--- src/verilog/core_settings.svh ---
`ifndef CORE_SETTINGS_SVH
`define CORE_SETTINGS_SVH

`define XLEN 32
`define REG_ADDR_W 4
`define REG_COUNT 16
`define CSR_ADDR_W 12

`define MCAUSE_ECALL 11
`define MSTATUS_RESET 'h1800

`endif

--- src/verilog/inst_pkg.sv ---
package inst_pkg;

	// one value per major instruction group
	typedef enum logic [3:0] {
		cls_lui,
		cls_auipc,
		cls_jal,
		cls_jalr,
		cls_branch,
		cls_load,
		cls_store,
		cls_op_imm,
		cls_op,
		cls_csr,
		cls_system
	} inst_class_t;

	typedef enum logic [3:0] {
		alu_add, alu_sub, alu_and, alu_xor, alu_or,
		alu_srl, alu_sra, alu_sll, alu_slt, alu_sltu
	} alu_op_t;

endpackage

--- src/verilog/csr_pkg.sv ---
`include "core_settings.svh"

package csr_pkg;

	typedef enum logic [`CSR_ADDR_W-1:0] {
		csr_mstatus = 'h300,
		csr_mtvec   = 'h305,
		csr_mepc    = 'h341,
		csr_mcause  = 'h342
	} csr_addr_t;

	typedef enum logic [1:0] {
		csr_op_none, csr_op_write, csr_op_set
	} csr_op_t;

endpackage

--- src/verilog/decoder.sv ---
`include "core_settings.svh"

module decoder import inst_pkg::*; (
	input  logic [31:0]             inst,
	output inst_class_t             inst_class,
	output logic [`REG_ADDR_W-1:0]  rd,
	output logic [`REG_ADDR_W-1:0]  rs1,
	output logic [`REG_ADDR_W-1:0]  rs2,
	output logic [`XLEN-1:0]        imm,
	output logic [2:0]              funct3,
	output logic                    funct7_5,
	output logic                    reg_wen,
	output logic                    inst_ecall,
	output logic                    inst_mret
);

	typedef enum logic [6:0] {
		opc_lui    = 7'b0110111,
		opc_auipc  = 7'b0010111,
		opc_jal    = 7'b1101111,
		opc_jalr   = 7'b1100111,
		opc_branch = 7'b1100011,
		opc_load   = 7'b0000011,
		opc_store  = 7'b0100011,
		opc_op_imm = 7'b0010011,
		opc_op     = 7'b0110011,
		opc_system = 7'b1110011
	} opcode_t;

	inst_class_t cls;
	logic        legal;
	logic [11:0] funct12;

	assign funct12 = inst[31:20];

	always_comb begin
		cls = cls_op_imm;
		legal = 1'b1;
		case (inst[6:0])
			opc_lui:    cls = cls_lui;
			opc_auipc:  cls = cls_auipc;
			opc_jal:    cls = cls_jal;
			opc_jalr:   cls = cls_jalr;
			opc_branch: cls = cls_branch;
			opc_load: begin
				cls = cls_load;
				legal = (inst[14:12] == 3'b010); // lw only
			end
			opc_store: begin
				cls = cls_store;
				legal = (inst[14:12] == 3'b010); // sw only
			end
			opc_op_imm: cls = cls_op_imm;
			opc_op:     cls = cls_op;
			opc_system: begin
				if (inst[14:12] == 3'b001 || inst[14:12] == 3'b010) begin
					cls = cls_csr; // csrrw / csrrs
				end else begin
					cls = cls_system;
					legal = (inst[14:12] == 3'b000) && (funct12 == 12'h000 || funct12 == 12'h302);
				end
			end
			default: legal = 1'b0;
		endcase
	end

	// anything unsupported becomes addi x0 with no write
	assign inst_class = legal ? cls : cls_op_imm;
	assign rd = legal ? inst[10:7] : '0;
	assign rs1 = inst[18:15];
	assign rs2 = inst[23:20];
	assign funct3 = legal ? inst[14:12] : 3'b000;
	assign funct7_5 = legal & inst[30];
	assign reg_wen = legal && !(cls inside {cls_branch, cls_store, cls_system});
	assign inst_ecall = legal && cls == cls_system && funct12 == 12'h000;
	assign inst_mret = legal && cls == cls_system && funct12 == 12'h302;

	always_comb begin
		case (cls)
			cls_lui, cls_auipc: imm = {inst[31:12], 12'b0};
			cls_jal:    imm = {{12{inst[31]}}, inst[19:12], inst[20], inst[30:21], 1'b0};
			cls_branch: imm = {{20{inst[31]}}, inst[7], inst[30:25], inst[11:8], 1'b0};
			cls_store:  imm = {{20{inst[31]}}, inst[31:25], inst[11:7]};
			default:    imm = {{20{inst[31]}}, inst[31:20]}; // I type, csr address too
		endcase
	end

endmodule

--- src/verilog/register_file.sv ---
`include "core_settings.svh"

module register_file (
	input  logic                    clock,
	input  logic                    rst,
	input  logic [`REG_ADDR_W-1:0]  rs1,
	input  logic [`REG_ADDR_W-1:0]  rs2,
	input  logic                    wen,
	input  logic [`REG_ADDR_W-1:0]  waddr,
	input  logic [`XLEN-1:0]        wdata,
	output logic [`XLEN-1:0]        rdata1,
	output logic [`XLEN-1:0]        rdata2
);

	logic [`XLEN-1:0] regs [`REG_COUNT];

	always_ff @(posedge clock) begin
		if (rst) begin
			for (int i = 0; i < `REG_COUNT; i++) begin
				regs[i] <= '0;
			end
		end else if (wen && waddr != '0) begin
			regs[waddr] <= wdata;
		end
	end

	assign rdata1 = (rs1 == '0) ? '0 : regs[rs1]; // x0 reads zero
	assign rdata2 = (rs2 == '0) ? '0 : regs[rs2];

endmodule

--- src/verilog/alu.sv ---
`include "core_settings.svh"

module alu import inst_pkg::*; (
	input  inst_class_t       inst_class,
	input  logic [2:0]        funct3,
	input  logic              funct7_5,
	input  logic [`XLEN-1:0]  loperand,
	input  logic [`XLEN-1:0]  roperand,
	output logic [`XLEN-1:0]  result
);

	alu_op_t          op;
	logic [`XLEN-1:0] diff;
	logic             borrow;
	logic             less;
	logic [4:0]       shamt;

	always_comb begin
		op = alu_add; // address and target arithmetic
		if (inst_class == cls_op_imm || inst_class == cls_op) begin
			case (funct3)
				3'b000: op = (inst_class == cls_op && funct7_5) ? alu_sub : alu_add;
				3'b001: op = alu_sll;
				3'b010: op = alu_slt;
				3'b011: op = alu_sltu;
				3'b100: op = alu_xor;
				3'b101: op = funct7_5 ? alu_sra : alu_srl;
				3'b110: op = alu_or;
				default: op = alu_and;
			endcase
		end
	end

	assign {borrow, diff} = {1'b0, loperand} - {1'b0, roperand};
	assign less = (loperand[`XLEN-1] & ~roperand[`XLEN-1]) |
		(~(loperand[`XLEN-1] ^ roperand[`XLEN-1]) & diff[`XLEN-1]);
	assign shamt = roperand[4:0];

	always_comb begin
		case (op)
			alu_sub:  result = diff;
			alu_and:  result = loperand & roperand;
			alu_xor:  result = loperand ^ roperand;
			alu_or:   result = loperand | roperand;
			alu_srl:  result = loperand >> shamt;
			alu_sra:  result = $signed(loperand) >>> shamt;
			alu_sll:  result = loperand << shamt;
			alu_slt:  result = {{(`XLEN-1){1'b0}}, less};
			alu_sltu: result = {{(`XLEN-1){1'b0}}, borrow};
			default:  result = loperand + roperand;
		endcase
	end

endmodule

--- src/verilog/execute_unit.sv ---
`include "core_settings.svh"

module execute_unit import inst_pkg::*, csr_pkg::*; (
	input  logic                    clock,
	input  logic                    rst,
	input  inst_class_t             inst_class_in,
	input  logic [`REG_ADDR_W-1:0]  rd_in,
	input  logic [`XLEN-1:0]        src1_in,
	input  logic [`XLEN-1:0]        src2_in,
	input  logic [`XLEN-1:0]        imm_in,
	input  logic [2:0]              funct3_in,
	input  logic                    funct7_5_in,
	input  logic [`XLEN-1:0]        pc_in,
	input  logic                    reg_wen_in,
	input  logic                    inst_ecall_in,
	input  logic                    inst_mret_in,
	input  logic                    csr_jump_en,
	input  logic [`XLEN-1:0]        csr_jump,
	input  logic [`XLEN-1:0]        csr_val,
	input  logic                    exu_valid,
	input  logic                    lsu_ready,
	output logic [`XLEN-1:0]        pc,
	output logic [`REG_ADDR_W-1:0]  rd,
	output inst_class_t             inst_class,
	output logic                    reg_wen,
	output logic                    inst_ecall,
	output logic                    inst_mret,
	output logic                    exu_complete,
	output logic [`XLEN-1:0]        val,
	output logic [`XLEN-1:0]        lsu_data,
	output logic [`XLEN-1:0]        jump_addr,
	output logic                    jump_wrong,
	output logic [`XLEN-1:0]        csr_wdata,
	output logic [`CSR_ADDR_W-1:0]  csr_addr,
	output logic                    csr_enable,
	output logic                    lsu_ren,
	output logic                    lsu_wen,
	output logic                    exu_ready,
	output logic                    lsu_valid
);

	logic [`XLEN-1:0] src1;
	logic [`XLEN-1:0] src2;
	logic [`XLEN-1:0] imm;
	logic [2:0]       funct3;
	logic             funct7_5;
	logic             accept;
	logic [`XLEN-1:0] snpc;
	logic [`XLEN-1:0] loperand;
	logic [`XLEN-1:0] roperand;
	logic [`XLEN-1:0] alu_val;
	logic [`XLEN-1:0] target;
	logic [`XLEN:0]   cmp;
	logic             less;
	logic             branch_cond;
	logic             jump_en;
	logic             is_jump;
	logic [`XLEN-1:0] csr_old;
	csr_op_t          csr_op;

	assign accept = exu_valid & exu_ready;

	always_ff @(posedge clock) begin
		if (rst) begin
			exu_ready <= 1'b1;
			lsu_valid <= 1'b0;
			exu_complete <= 1'b0;
			inst_class <= cls_op_imm;
			reg_wen <= 1'b0;
			inst_ecall <= 1'b0;
			inst_mret <= 1'b0;
		end else begin
			exu_complete <= accept; // one cycle after accept
			if (accept) begin
				exu_ready <= 1'b0;
				lsu_valid <= 1'b1;
				inst_class <= inst_class_in;
				reg_wen <= reg_wen_in;
				inst_ecall <= inst_ecall_in;
				inst_mret <= inst_mret_in;
			end else if (lsu_valid && lsu_ready) begin
				exu_ready <= 1'b1; // write-back done
				lsu_valid <= 1'b0;
			end
		end
	end

	always_ff @(posedge clock) begin
		if (accept) begin
			rd <= rd_in;
			src1 <= src1_in;
			src2 <= src2_in;
			imm <= imm_in;
			funct3 <= funct3_in;
			funct7_5 <= funct7_5_in;
			pc <= pc_in;
		end
	end

	always_ff @(posedge clock) begin
		if (exu_complete) begin
			csr_old <= csr_val; // read value before the csr write
		end
	end

	assign loperand = (inst_class inside {cls_auipc, cls_jal, cls_branch}) ? pc :
		(inst_class == cls_lui) ? '0 : src1;
	assign roperand = (inst_class == cls_op) ? src2 : imm;

	alu i_alu (
		.inst_class (inst_class),
		.funct3     (funct3),
		.funct7_5   (funct7_5),
		.loperand   (loperand),
		.roperand   (roperand),
		.result     (alu_val)
	);

	// branch compare on the register operands
	assign cmp = {1'b0, src1} - {1'b0, src2};
	assign less = (src1[`XLEN-1] & ~src2[`XLEN-1]) |
		(~(src1[`XLEN-1] ^ src2[`XLEN-1]) & cmp[`XLEN-1]);

	always_comb begin
		case (funct3)
			3'b000: branch_cond = (cmp[`XLEN-1:0] == '0);
			3'b001: branch_cond = (cmp[`XLEN-1:0] != '0);
			3'b100: branch_cond = less;
			3'b101: branch_cond = ~less;
			3'b110: branch_cond = cmp[`XLEN]; // borrow
			3'b111: branch_cond = ~cmp[`XLEN];
			default: branch_cond = 1'b0;
		endcase
	end

	assign snpc = pc + `XLEN'(4);
	assign is_jump = (inst_class == cls_jal) || (inst_class == cls_jalr);
	assign jump_en = is_jump || (inst_class == cls_branch && branch_cond);
	assign target = (inst_class == cls_jalr) ? {alu_val[`XLEN-1:1], 1'b0} : alu_val;
	assign jump_addr = csr_jump_en ? csr_jump : jump_en ? target : snpc;
	assign jump_wrong = (jump_addr != snpc) & exu_complete;

	always_comb begin
		csr_op = csr_op_none;
		if (inst_class == cls_csr) begin
			case (funct3)
				3'b001: csr_op = csr_op_write;
				3'b010: csr_op = csr_op_set;
				default: csr_op = csr_op_none;
			endcase
		end
	end

	assign csr_enable = (csr_op != csr_op_none);
	assign csr_addr = imm[`CSR_ADDR_W-1:0];
	assign csr_wdata = (csr_op == csr_op_set) ? (src1 | csr_val) :
		(csr_op == csr_op_write) ? src1 : '0;

	assign val = is_jump ? snpc :
		csr_enable ? (exu_complete ? csr_val : csr_old) : alu_val; // old csr value to rd
	assign lsu_ren = (inst_class == cls_load);
	assign lsu_wen = (inst_class == cls_store);
	assign lsu_data = src2;

endmodule

--- src/verilog/csr_file.sv ---
`include "core_settings.svh"

module csr_file import csr_pkg::*; (
	input  logic                    clock,
	input  logic                    rst,
	input  logic [`CSR_ADDR_W-1:0]  csr_addr,
	input  logic [`XLEN-1:0]        csr_wdata,
	input  logic                    csr_enable,
	input  logic                    exu_complete,
	input  logic                    inst_ecall,
	input  logic                    inst_mret,
	input  logic [`XLEN-1:0]        pc,
	output logic [`XLEN-1:0]        csr_val,
	output logic                    csr_jump_en,
	output logic [`XLEN-1:0]        csr_jump
);

	logic [`XLEN-1:0] mstatus;
	logic [`XLEN-1:0] mtvec;
	logic [`XLEN-1:0] mepc;
	logic [`XLEN-1:0] mcause;

	always_comb begin
		case (csr_addr)
			csr_mstatus: csr_val = mstatus;
			csr_mtvec:   csr_val = mtvec;
			csr_mepc:    csr_val = mepc;
			csr_mcause:  csr_val = mcause;
			default:     csr_val = '0; // unimplemented
		endcase
	end

	always_ff @(posedge clock) begin
		if (rst) begin
			mstatus <= `XLEN'(`MSTATUS_RESET); // MPP = machine
			mtvec <= '0;
			mepc <= '0;
			mcause <= '0;
		end else if (exu_complete) begin
			if (csr_enable) begin
				case (csr_addr)
					csr_mstatus: mstatus <= csr_wdata;
					csr_mtvec:   mtvec <= csr_wdata;
					csr_mepc:    mepc <= csr_wdata;
					csr_mcause:  mcause <= csr_wdata;
					default: ;
				endcase
			end
			if (inst_ecall) begin
				mepc <= pc;
				mcause <= `XLEN'(`MCAUSE_ECALL);
			end
		end
	end

	assign csr_jump_en = inst_ecall | inst_mret;
	assign csr_jump = inst_ecall ? mtvec : mepc; // trap entry or return
endmodule

--- src/verilog/exec_core.sv ---
`include "core_settings.svh"

module exec_core import inst_pkg::*; (
	input  logic                    clock,
	input  logic                    rst,
	input  logic [31:0]             inst,
	input  logic [`XLEN-1:0]        pc,
	input  logic                    inst_valid,
	output logic                    inst_ready,
	output logic                    lsu_valid,
	input  logic                    lsu_ready,
	output logic                    lsu_ren,
	output logic                    lsu_wen,
	output logic [`XLEN-1:0]        lsu_addr,
	output logic [`XLEN-1:0]        lsu_data,
	input  logic [`XLEN-1:0]        lsu_rdata,
	output logic [`XLEN-1:0]        next_pc,
	output logic                    redirect,
	output logic                    wb_en,
	output logic [`REG_ADDR_W-1:0]  wb_rd,
	output logic [`XLEN-1:0]        wb_data
);

	inst_class_t             dec_class;
	inst_class_t             exu_class;
	logic [`REG_ADDR_W-1:0]  dec_rd;
	logic [`REG_ADDR_W-1:0]  rs1;
	logic [`REG_ADDR_W-1:0]  rs2;
	logic [`XLEN-1:0]        dec_imm;
	logic [2:0]              dec_funct3;
	logic                    dec_funct7_5;
	logic                    dec_reg_wen;
	logic                    dec_ecall;
	logic                    dec_mret;
	logic [`XLEN-1:0]        src1;
	logic [`XLEN-1:0]        src2;
	logic [`XLEN-1:0]        exu_pc;
	logic                    exu_reg_wen;
	logic                    exu_ecall;
	logic                    exu_mret;
	logic                    exu_complete;
	logic [`XLEN-1:0]        val;
	logic [`XLEN-1:0]        csr_wdata;
	logic [`CSR_ADDR_W-1:0]  csr_addr;
	logic                    csr_enable;
	logic [`XLEN-1:0]        csr_val;
	logic                    csr_jump_en;
	logic [`XLEN-1:0]        csr_jump;

	decoder i_decoder (
		.inst (inst), .inst_class (dec_class), .rd (dec_rd), .rs1 (rs1), .rs2 (rs2),
		.imm (dec_imm), .funct3 (dec_funct3), .funct7_5 (dec_funct7_5),
		.reg_wen (dec_reg_wen), .inst_ecall (dec_ecall), .inst_mret (dec_mret)
	);

	register_file i_register_file (
		.clock (clock), .rst (rst), .rs1 (rs1), .rs2 (rs2),
		.wen (wb_en), .waddr (wb_rd), .wdata (wb_data),
		.rdata1 (src1), .rdata2 (src2)
	);

	execute_unit i_execute_unit (
		.clock (clock), .rst (rst),
		.inst_class_in (dec_class), .rd_in (dec_rd), .src1_in (src1), .src2_in (src2),
		.imm_in (dec_imm), .funct3_in (dec_funct3), .funct7_5_in (dec_funct7_5),
		.pc_in (pc), .reg_wen_in (dec_reg_wen),
		.inst_ecall_in (dec_ecall), .inst_mret_in (dec_mret),
		.csr_jump_en (csr_jump_en), .csr_jump (csr_jump), .csr_val (csr_val),
		.exu_valid (inst_valid), .lsu_ready (lsu_ready),
		.pc (exu_pc), .rd (wb_rd), .inst_class (exu_class), .reg_wen (exu_reg_wen),
		.inst_ecall (exu_ecall), .inst_mret (exu_mret), .exu_complete (exu_complete),
		.val (val), .lsu_data (lsu_data), .jump_addr (next_pc), .jump_wrong (redirect),
		.csr_wdata (csr_wdata), .csr_addr (csr_addr), .csr_enable (csr_enable),
		.lsu_ren (lsu_ren), .lsu_wen (lsu_wen),
		.exu_ready (inst_ready), .lsu_valid (lsu_valid)
	);

	csr_file i_csr_file (
		.clock (clock), .rst (rst), .csr_addr (csr_addr), .csr_wdata (csr_wdata),
		.csr_enable (csr_enable), .exu_complete (exu_complete),
		.inst_ecall (exu_ecall), .inst_mret (exu_mret), .pc (exu_pc),
		.csr_val (csr_val), .csr_jump_en (csr_jump_en), .csr_jump (csr_jump)
	);

	assign lsu_addr = val;
	assign wb_en = lsu_valid & lsu_ready & exu_reg_wen; // write-back at the memory handshake
	assign wb_data = (exu_class == cls_load) ? lsu_rdata : val;

endmodule

--- config.mk ---
export PLATFORM = sky130hd
export DESIGN_NAME = exec_core
export DESIGN_NICKNAME = d
export VERILOG_FILES = /design/src/verilog/inst_pkg.sv /design/src/verilog/csr_pkg.sv /design/src/verilog/decoder.sv /design/src/verilog/register_file.sv /design/src/verilog/alu.sv /design/src/verilog/execute_unit.sv /design/src/verilog/csr_file.sv /design/src/verilog/exec_core.sv
export VERILOG_INCLUDE_DIRS = /design/src /design/src/verilog
export SDC_FILE = /design/constraint.sdc
export NUM_CORES = 2
export LEC_CHECK = 0
export CAP_MARGIN = 20
export CORE_MARGIN = 2
export CORE_UTILIZATION = 59
export CTS_CLUSTER_SIZE = 24
export DETAILED_ROUTE_END_ITERATION = 16
export DONT_BUFFER_PORTS = 1
export HOLD_SLACK_MARGIN = 0.06
export PLACE_DENSITY = 0.78
export SYNTH_ARGS = -nofsm -noshare
export SYNTH_HDL_FRONTEND = slang
export SYNTH_SLANG_ARGS = --single-unit
--- constraint.sdc ---
create_clock -name clock -period 6.7 [get_ports clock]
set_input_delay 1.005 -clock clock [delete_from_list [all_inputs] [get_ports clock]]
set_output_delay 1.005 -clock clock [all_outputs]
set_load 0.03 [all_outputs]
==> results of run 1 <==
## routing by layer
layer / GRT usage (%) / GRT overflow
met1: 81.6 / 9
met4: 78.8 / 190
met3: 67.5 / 14
met5: 36.2 / 3
met2: 94.2 / 253
## cells by family after synthesis
group | Yosys count | share of synthesized area, %
other cells | 1 | 0.00686
simple gates | 1842 | 15.3
flops | 818 | 41.8
fa+ha+maj | 136 | 3.18
xor+xnor | 87 | 1.39
buf+inv | 653 | 4.89
mux | 477 | 16.8
compound gates | 1360 | 16.6
## cells in the mapped netlist (32+ instances only)
cell type / number
o22ai_1: 50
mux4_2: 343
buf_2: 58
a22oi_1: 122
nor2_1: 907
nor2b_1: 99
clkbuf_1: 306
nand3_1: 111
o221ai_1: 32
buf_1: 46
o211ai_1: 54
a21o_1: 65
o21ai_0: 270
nand4_1: 45
nand2_1: 324
a21oi_1: 296
dfxtp_1: 170
nor4_1: 34
edfxtp_1: 648
nand2b_1: 51
a211oi_1: 105
and3_1: 35
a31oi_1: 66
nor3_1: 103
mux2i_1: 103
inv_1: 203
ha_1: 131
xnor2_1: 58
## metrics by stage
step	cells	setup WS (ns)
after floorplan	5405	-0.0362
after global placement	7188	-0.646
after detailed placement	7190	-0.810
after CTS	7489	-1.02
## repair_timing
action / CTS
setup buffers: 146
pin swaps: 135
gates cloned: 7
resized for setup: 476
setup endpoints to repair: 124
==> flow_summary.toml, run 1 <==
[floorplan]
initial_core_util_pct = 59.6
rows = 111
die_y_um = 308
ios = 238
chipWidth_um = 308

[cts]
cts-root-buf = "clkbuf_16"
clk_path_buf_depth = 3
cts_max_level = 3
cts_buffers = 85
cts_hold_buf = 0
cts_sinks = 818

[synth]
postSynthCellCount = 5374
async_reset_ff_share_pct = 0
synth_ff_type = "edfxtp_1"
ys_seq_area_share_pct = 41.8
yosys-top-cells-area = "edfxtp_1, mux4_2, nor2_1"
synth-edff-count = 648
synth.largest_area_cell = "edfxtp_1"
synth-seq-cells = 818
avgSynthCellArea_um2 = 10.2
yosys_warnings = 0
netlist.area_leader.share_pct = 35.6
yosysUniqueCellTypes = 105
syn_area_um2 = 54600

[global_route]
grt_max_degree = 189
grt_pass1_wl_mm = 548
grt_pass1_vias = 67900
grt_remaining_overflow = 469
grtUsageTotal_pct = 80.5

[placed_design]
hpwl_mm = 213
portBuffers = 0
post_dp_cell_area_um2 = 63000
globalplace.congestion = 1.20

[run_status]
haltStage = "5_1_grt"
status = "stopped before the end"
firstError = "[ERROR GRT-0116] Global routing finished with congestion. Check the congestion regions in the DRC Viewer."
==> inputs of run 2 (changes only) <==
- CORE_UTILIZATION: 59 -> 40
- CTS_CLUSTER_SIZE: 24 -> default
- HOLD_SLACK_MARGIN: 0.06 -> default
- PLACE_DENSITY: 0.78 -> default
- PLACE_DENSITY_LB_ADDON: default -> 0.15
- clock period: 6.7 -> 8.7 ns (I/O delays scaled with it)
==> flow_summary.toml, run 2 <==
[floorplan]
die_y_um = 374
ios = 238
chipWidth_um = 374
initial_core_util_pct = 40.3
core-area_um2 = 135000
dieArea_um2 = 140000
rows = 135

[synth]
yosysUniqueCellTypes = 105
synth.largest_area_cell = "edfxtp_1"
syn_area_um2 = 54600
synth_most_common_cell = "nor2_1"
netlist.area_leader.share_pct = 35.6
yosys-top-cells-area = "edfxtp_1, mux4_2, nor2_1"
yosys_warnings = 0
ys_seq_area_share_pct = 41.8
async_reset_ff_share_pct = 0
synth_ff_type = "edfxtp_1"
avgSynthCellArea_um2 = 10.2
synth_common_cells = "nor2_1, edfxtp_1, mux4_2"
postSynthCellCount = 5374
synth-edff-count = 648
synth-seq-cells = 818

[detailed_routing]
drt_wl_total_mm = 300
dr.pass1.iters = 6
routedWlPerCell_um = 40.4
drc_errors = 0
drtIter0Drc = 6935
vias_per_cell = 6.71
ant_nets = 0
route.vias.total = 49900

[sta]
hold_viol = 0
fin_hold_ws_ns = 0.472
final.setup_skew_ns = 0.111
tightest_slew_ns = 1.20
slew_violations = 0
finalCritPeriodShare_pct = 98.8
max-slew-margin-rel_pct = 19.8
finalCriticalPeriod_ns = 8.60
setup_viol = 0
fmax_mhz = 116

[layout]
layout-drive-gt1-share_pct = 21.4
largest_reg_flops = 512
final_nets = 5792
largest_register = "i_register_file.regs"
final_common_cell = "nor2_1"
n_fill_cell = 12800
fin_cells = 7428
synthToLayoutAreaGrowth_pct = 14.8
final_cell_mix = "nor2_1, edfxtp_1, buf_4"

[pwr]
peakVddDrop_v = 0.000179
power_density_nw_per_um2 = 189
design_power_total_uw = 11900
p_leak_uw = 0.0231

[global_route]
gr-usage-met1_pct = 51.8
grt_pass1_wl_mm = 405
use_met3_pct = 11.5
busiest_layer = "met2"
antenna_found_initial = 34
grt_use_met2_pct = 65.4
grt_max_degree = 189
grt_remaining_overflow = 0
grtUsageTotal_pct = 42.0
grt_pass1_vias = 46800

[critical_path]
critical_path_class = "flip-flop to output port"
worst_ep_required_time_ns = 7.39
worstPathArrival_ns = 7.29
path_max_fanout = 16
start_kind = "flip-flop"
crit_path_end_kind = "output port"

[flow_run]
cap_violations = 0

[placed_design]
place_inst = 7205
portBuffers = 0
globalplace.congestion = 1.07
hpwl_mm = 219

[cts]
cts_buffers = 93
cts_sinks = 818
clk_latency_ns = 0.77
cts_tree = "done"
clk_path_buf_depth = 3
cts_max_level = 3
clkTransAtPathRegs_ns = 0.06
cts-root-buf = "clkbuf_16"
cts_hold_buf = 0

[run_status]
status = "finished clean"

[min_path]
hold_path_class = "flip-flop to flip-flop"
## run 2: cell counts after synthesis
No cell type changed its count.
## run 2: layout make-up
cell class | count | area (um2) | area share [%]
diodes | 12 | 30.0 | 0.0479
flip-flops and latches | 818 | 22900 | 36.5
repair buffers | 493 | 3900 | 6.22
clock buffers | 127 | 2500 | 3.99
well taps | 1781 | 2230 | 3.55
multi-input cells | 3934 | 29800 | 47.6
inverters | 216 | 816 | 1.30
clock inverters | 47 | 536 | 0.854
## run 2: path summary, 6_finish.rpt
check | startpoint | end | cells after the start | slack [ns]
setup / recovery | i_execute_unit.inst_class[2] | wb_data[30] | 23 | 0.10
hold / removal | i_execute_unit.csr_old[2] | i_execute_unit.csr_old[2] | 2 | 0.47
setup reg to reg | i_execute_unit.inst_class[2] | i_register_file.regs[2][25] | 21 | 1.85
hold reg to reg | i_execute_unit.csr_old[2] | i_execute_unit.csr_old[2] | 2 | 0.47
## run 2: cells by family (layout without fill, tap and decap cells)
family	count (synthesis)	count (layout)	synth area share (%)
AND/OR/NAND/NOR	1842	1842	15.3
AO/OA/AOI/OAI	1360	1360	16.6
flip-flops	818	818	41.8
buffers and inverters	653	883	4.89
multiplexers	477	477	16.8
adder cells (fa/ha/maj)	136	136	3.18
XOR/XNOR	87	87	1.39
other	1	44	0.00686
## run 2: metrics by stage
stage / setup WS, ns / setup TNS, ns / utilization, % / instance area [um2]
final: 0.104 / 0 / 46.3 / 62700
after global routing: -0.00373 / -0.00373 / 46.3 / 62700
after CTS: 0.00595 / 0 / 46.0 / 62300
after detailed placement: 0.132 / 0 / 43.6 / 59100
after global placement: 0.218 / 0 / 43.6 / 59100
after floorplan: 1.13 / 0 / - / 54800
## run 2: what timing repair did
action,4_1_cts,5_1_grt
pin swaps,4,11
resized for setup,16,53
endpoints found under the hold margin,0,0
buffers inserted,8,28
setup endpoints to repair,35,42
## run 2: layer usage
metal | vias up | routed length (um)
li1 | 20700 | -
met1 | 25300 | 110000
met2 | 3209 | 134000
met3 | 683 | 33300
met4 | 44 | 23100
met5 | - | 296
## run 2: power by group
group          switching [uW]  total (uW)  internal [uW]
sequential                191        4590           4400
combinational            2220        3320           1090
clock                    1750        3950           2200
## run 2: critical path, cell delays in order (launching register included)
cell and delay (ns):
dfxtp_2 0.41, buf_4 0.17, xor2_2 0.15, mux2_2 0.20, buf_4 0.20, a32o_1 0.28
buf_4 0.19, inv_2 0.06, ha_1 0.39, a211oi_1 0.16, o31ai_1 0.51, a31oi_1 0.20
buf_4 0.21, a2111oi_1 0.70, nor2_1 0.32, o31ai_1 0.43, a221oi_1 0.20, xnor2_1 0.25
o22ai_2 0.17, o211a_1 0.28, a21oi_1 0.41, mux2i_2 0.25, buf_4 0.26, inv_2 0.15
(Power assumes the default switching activity.)
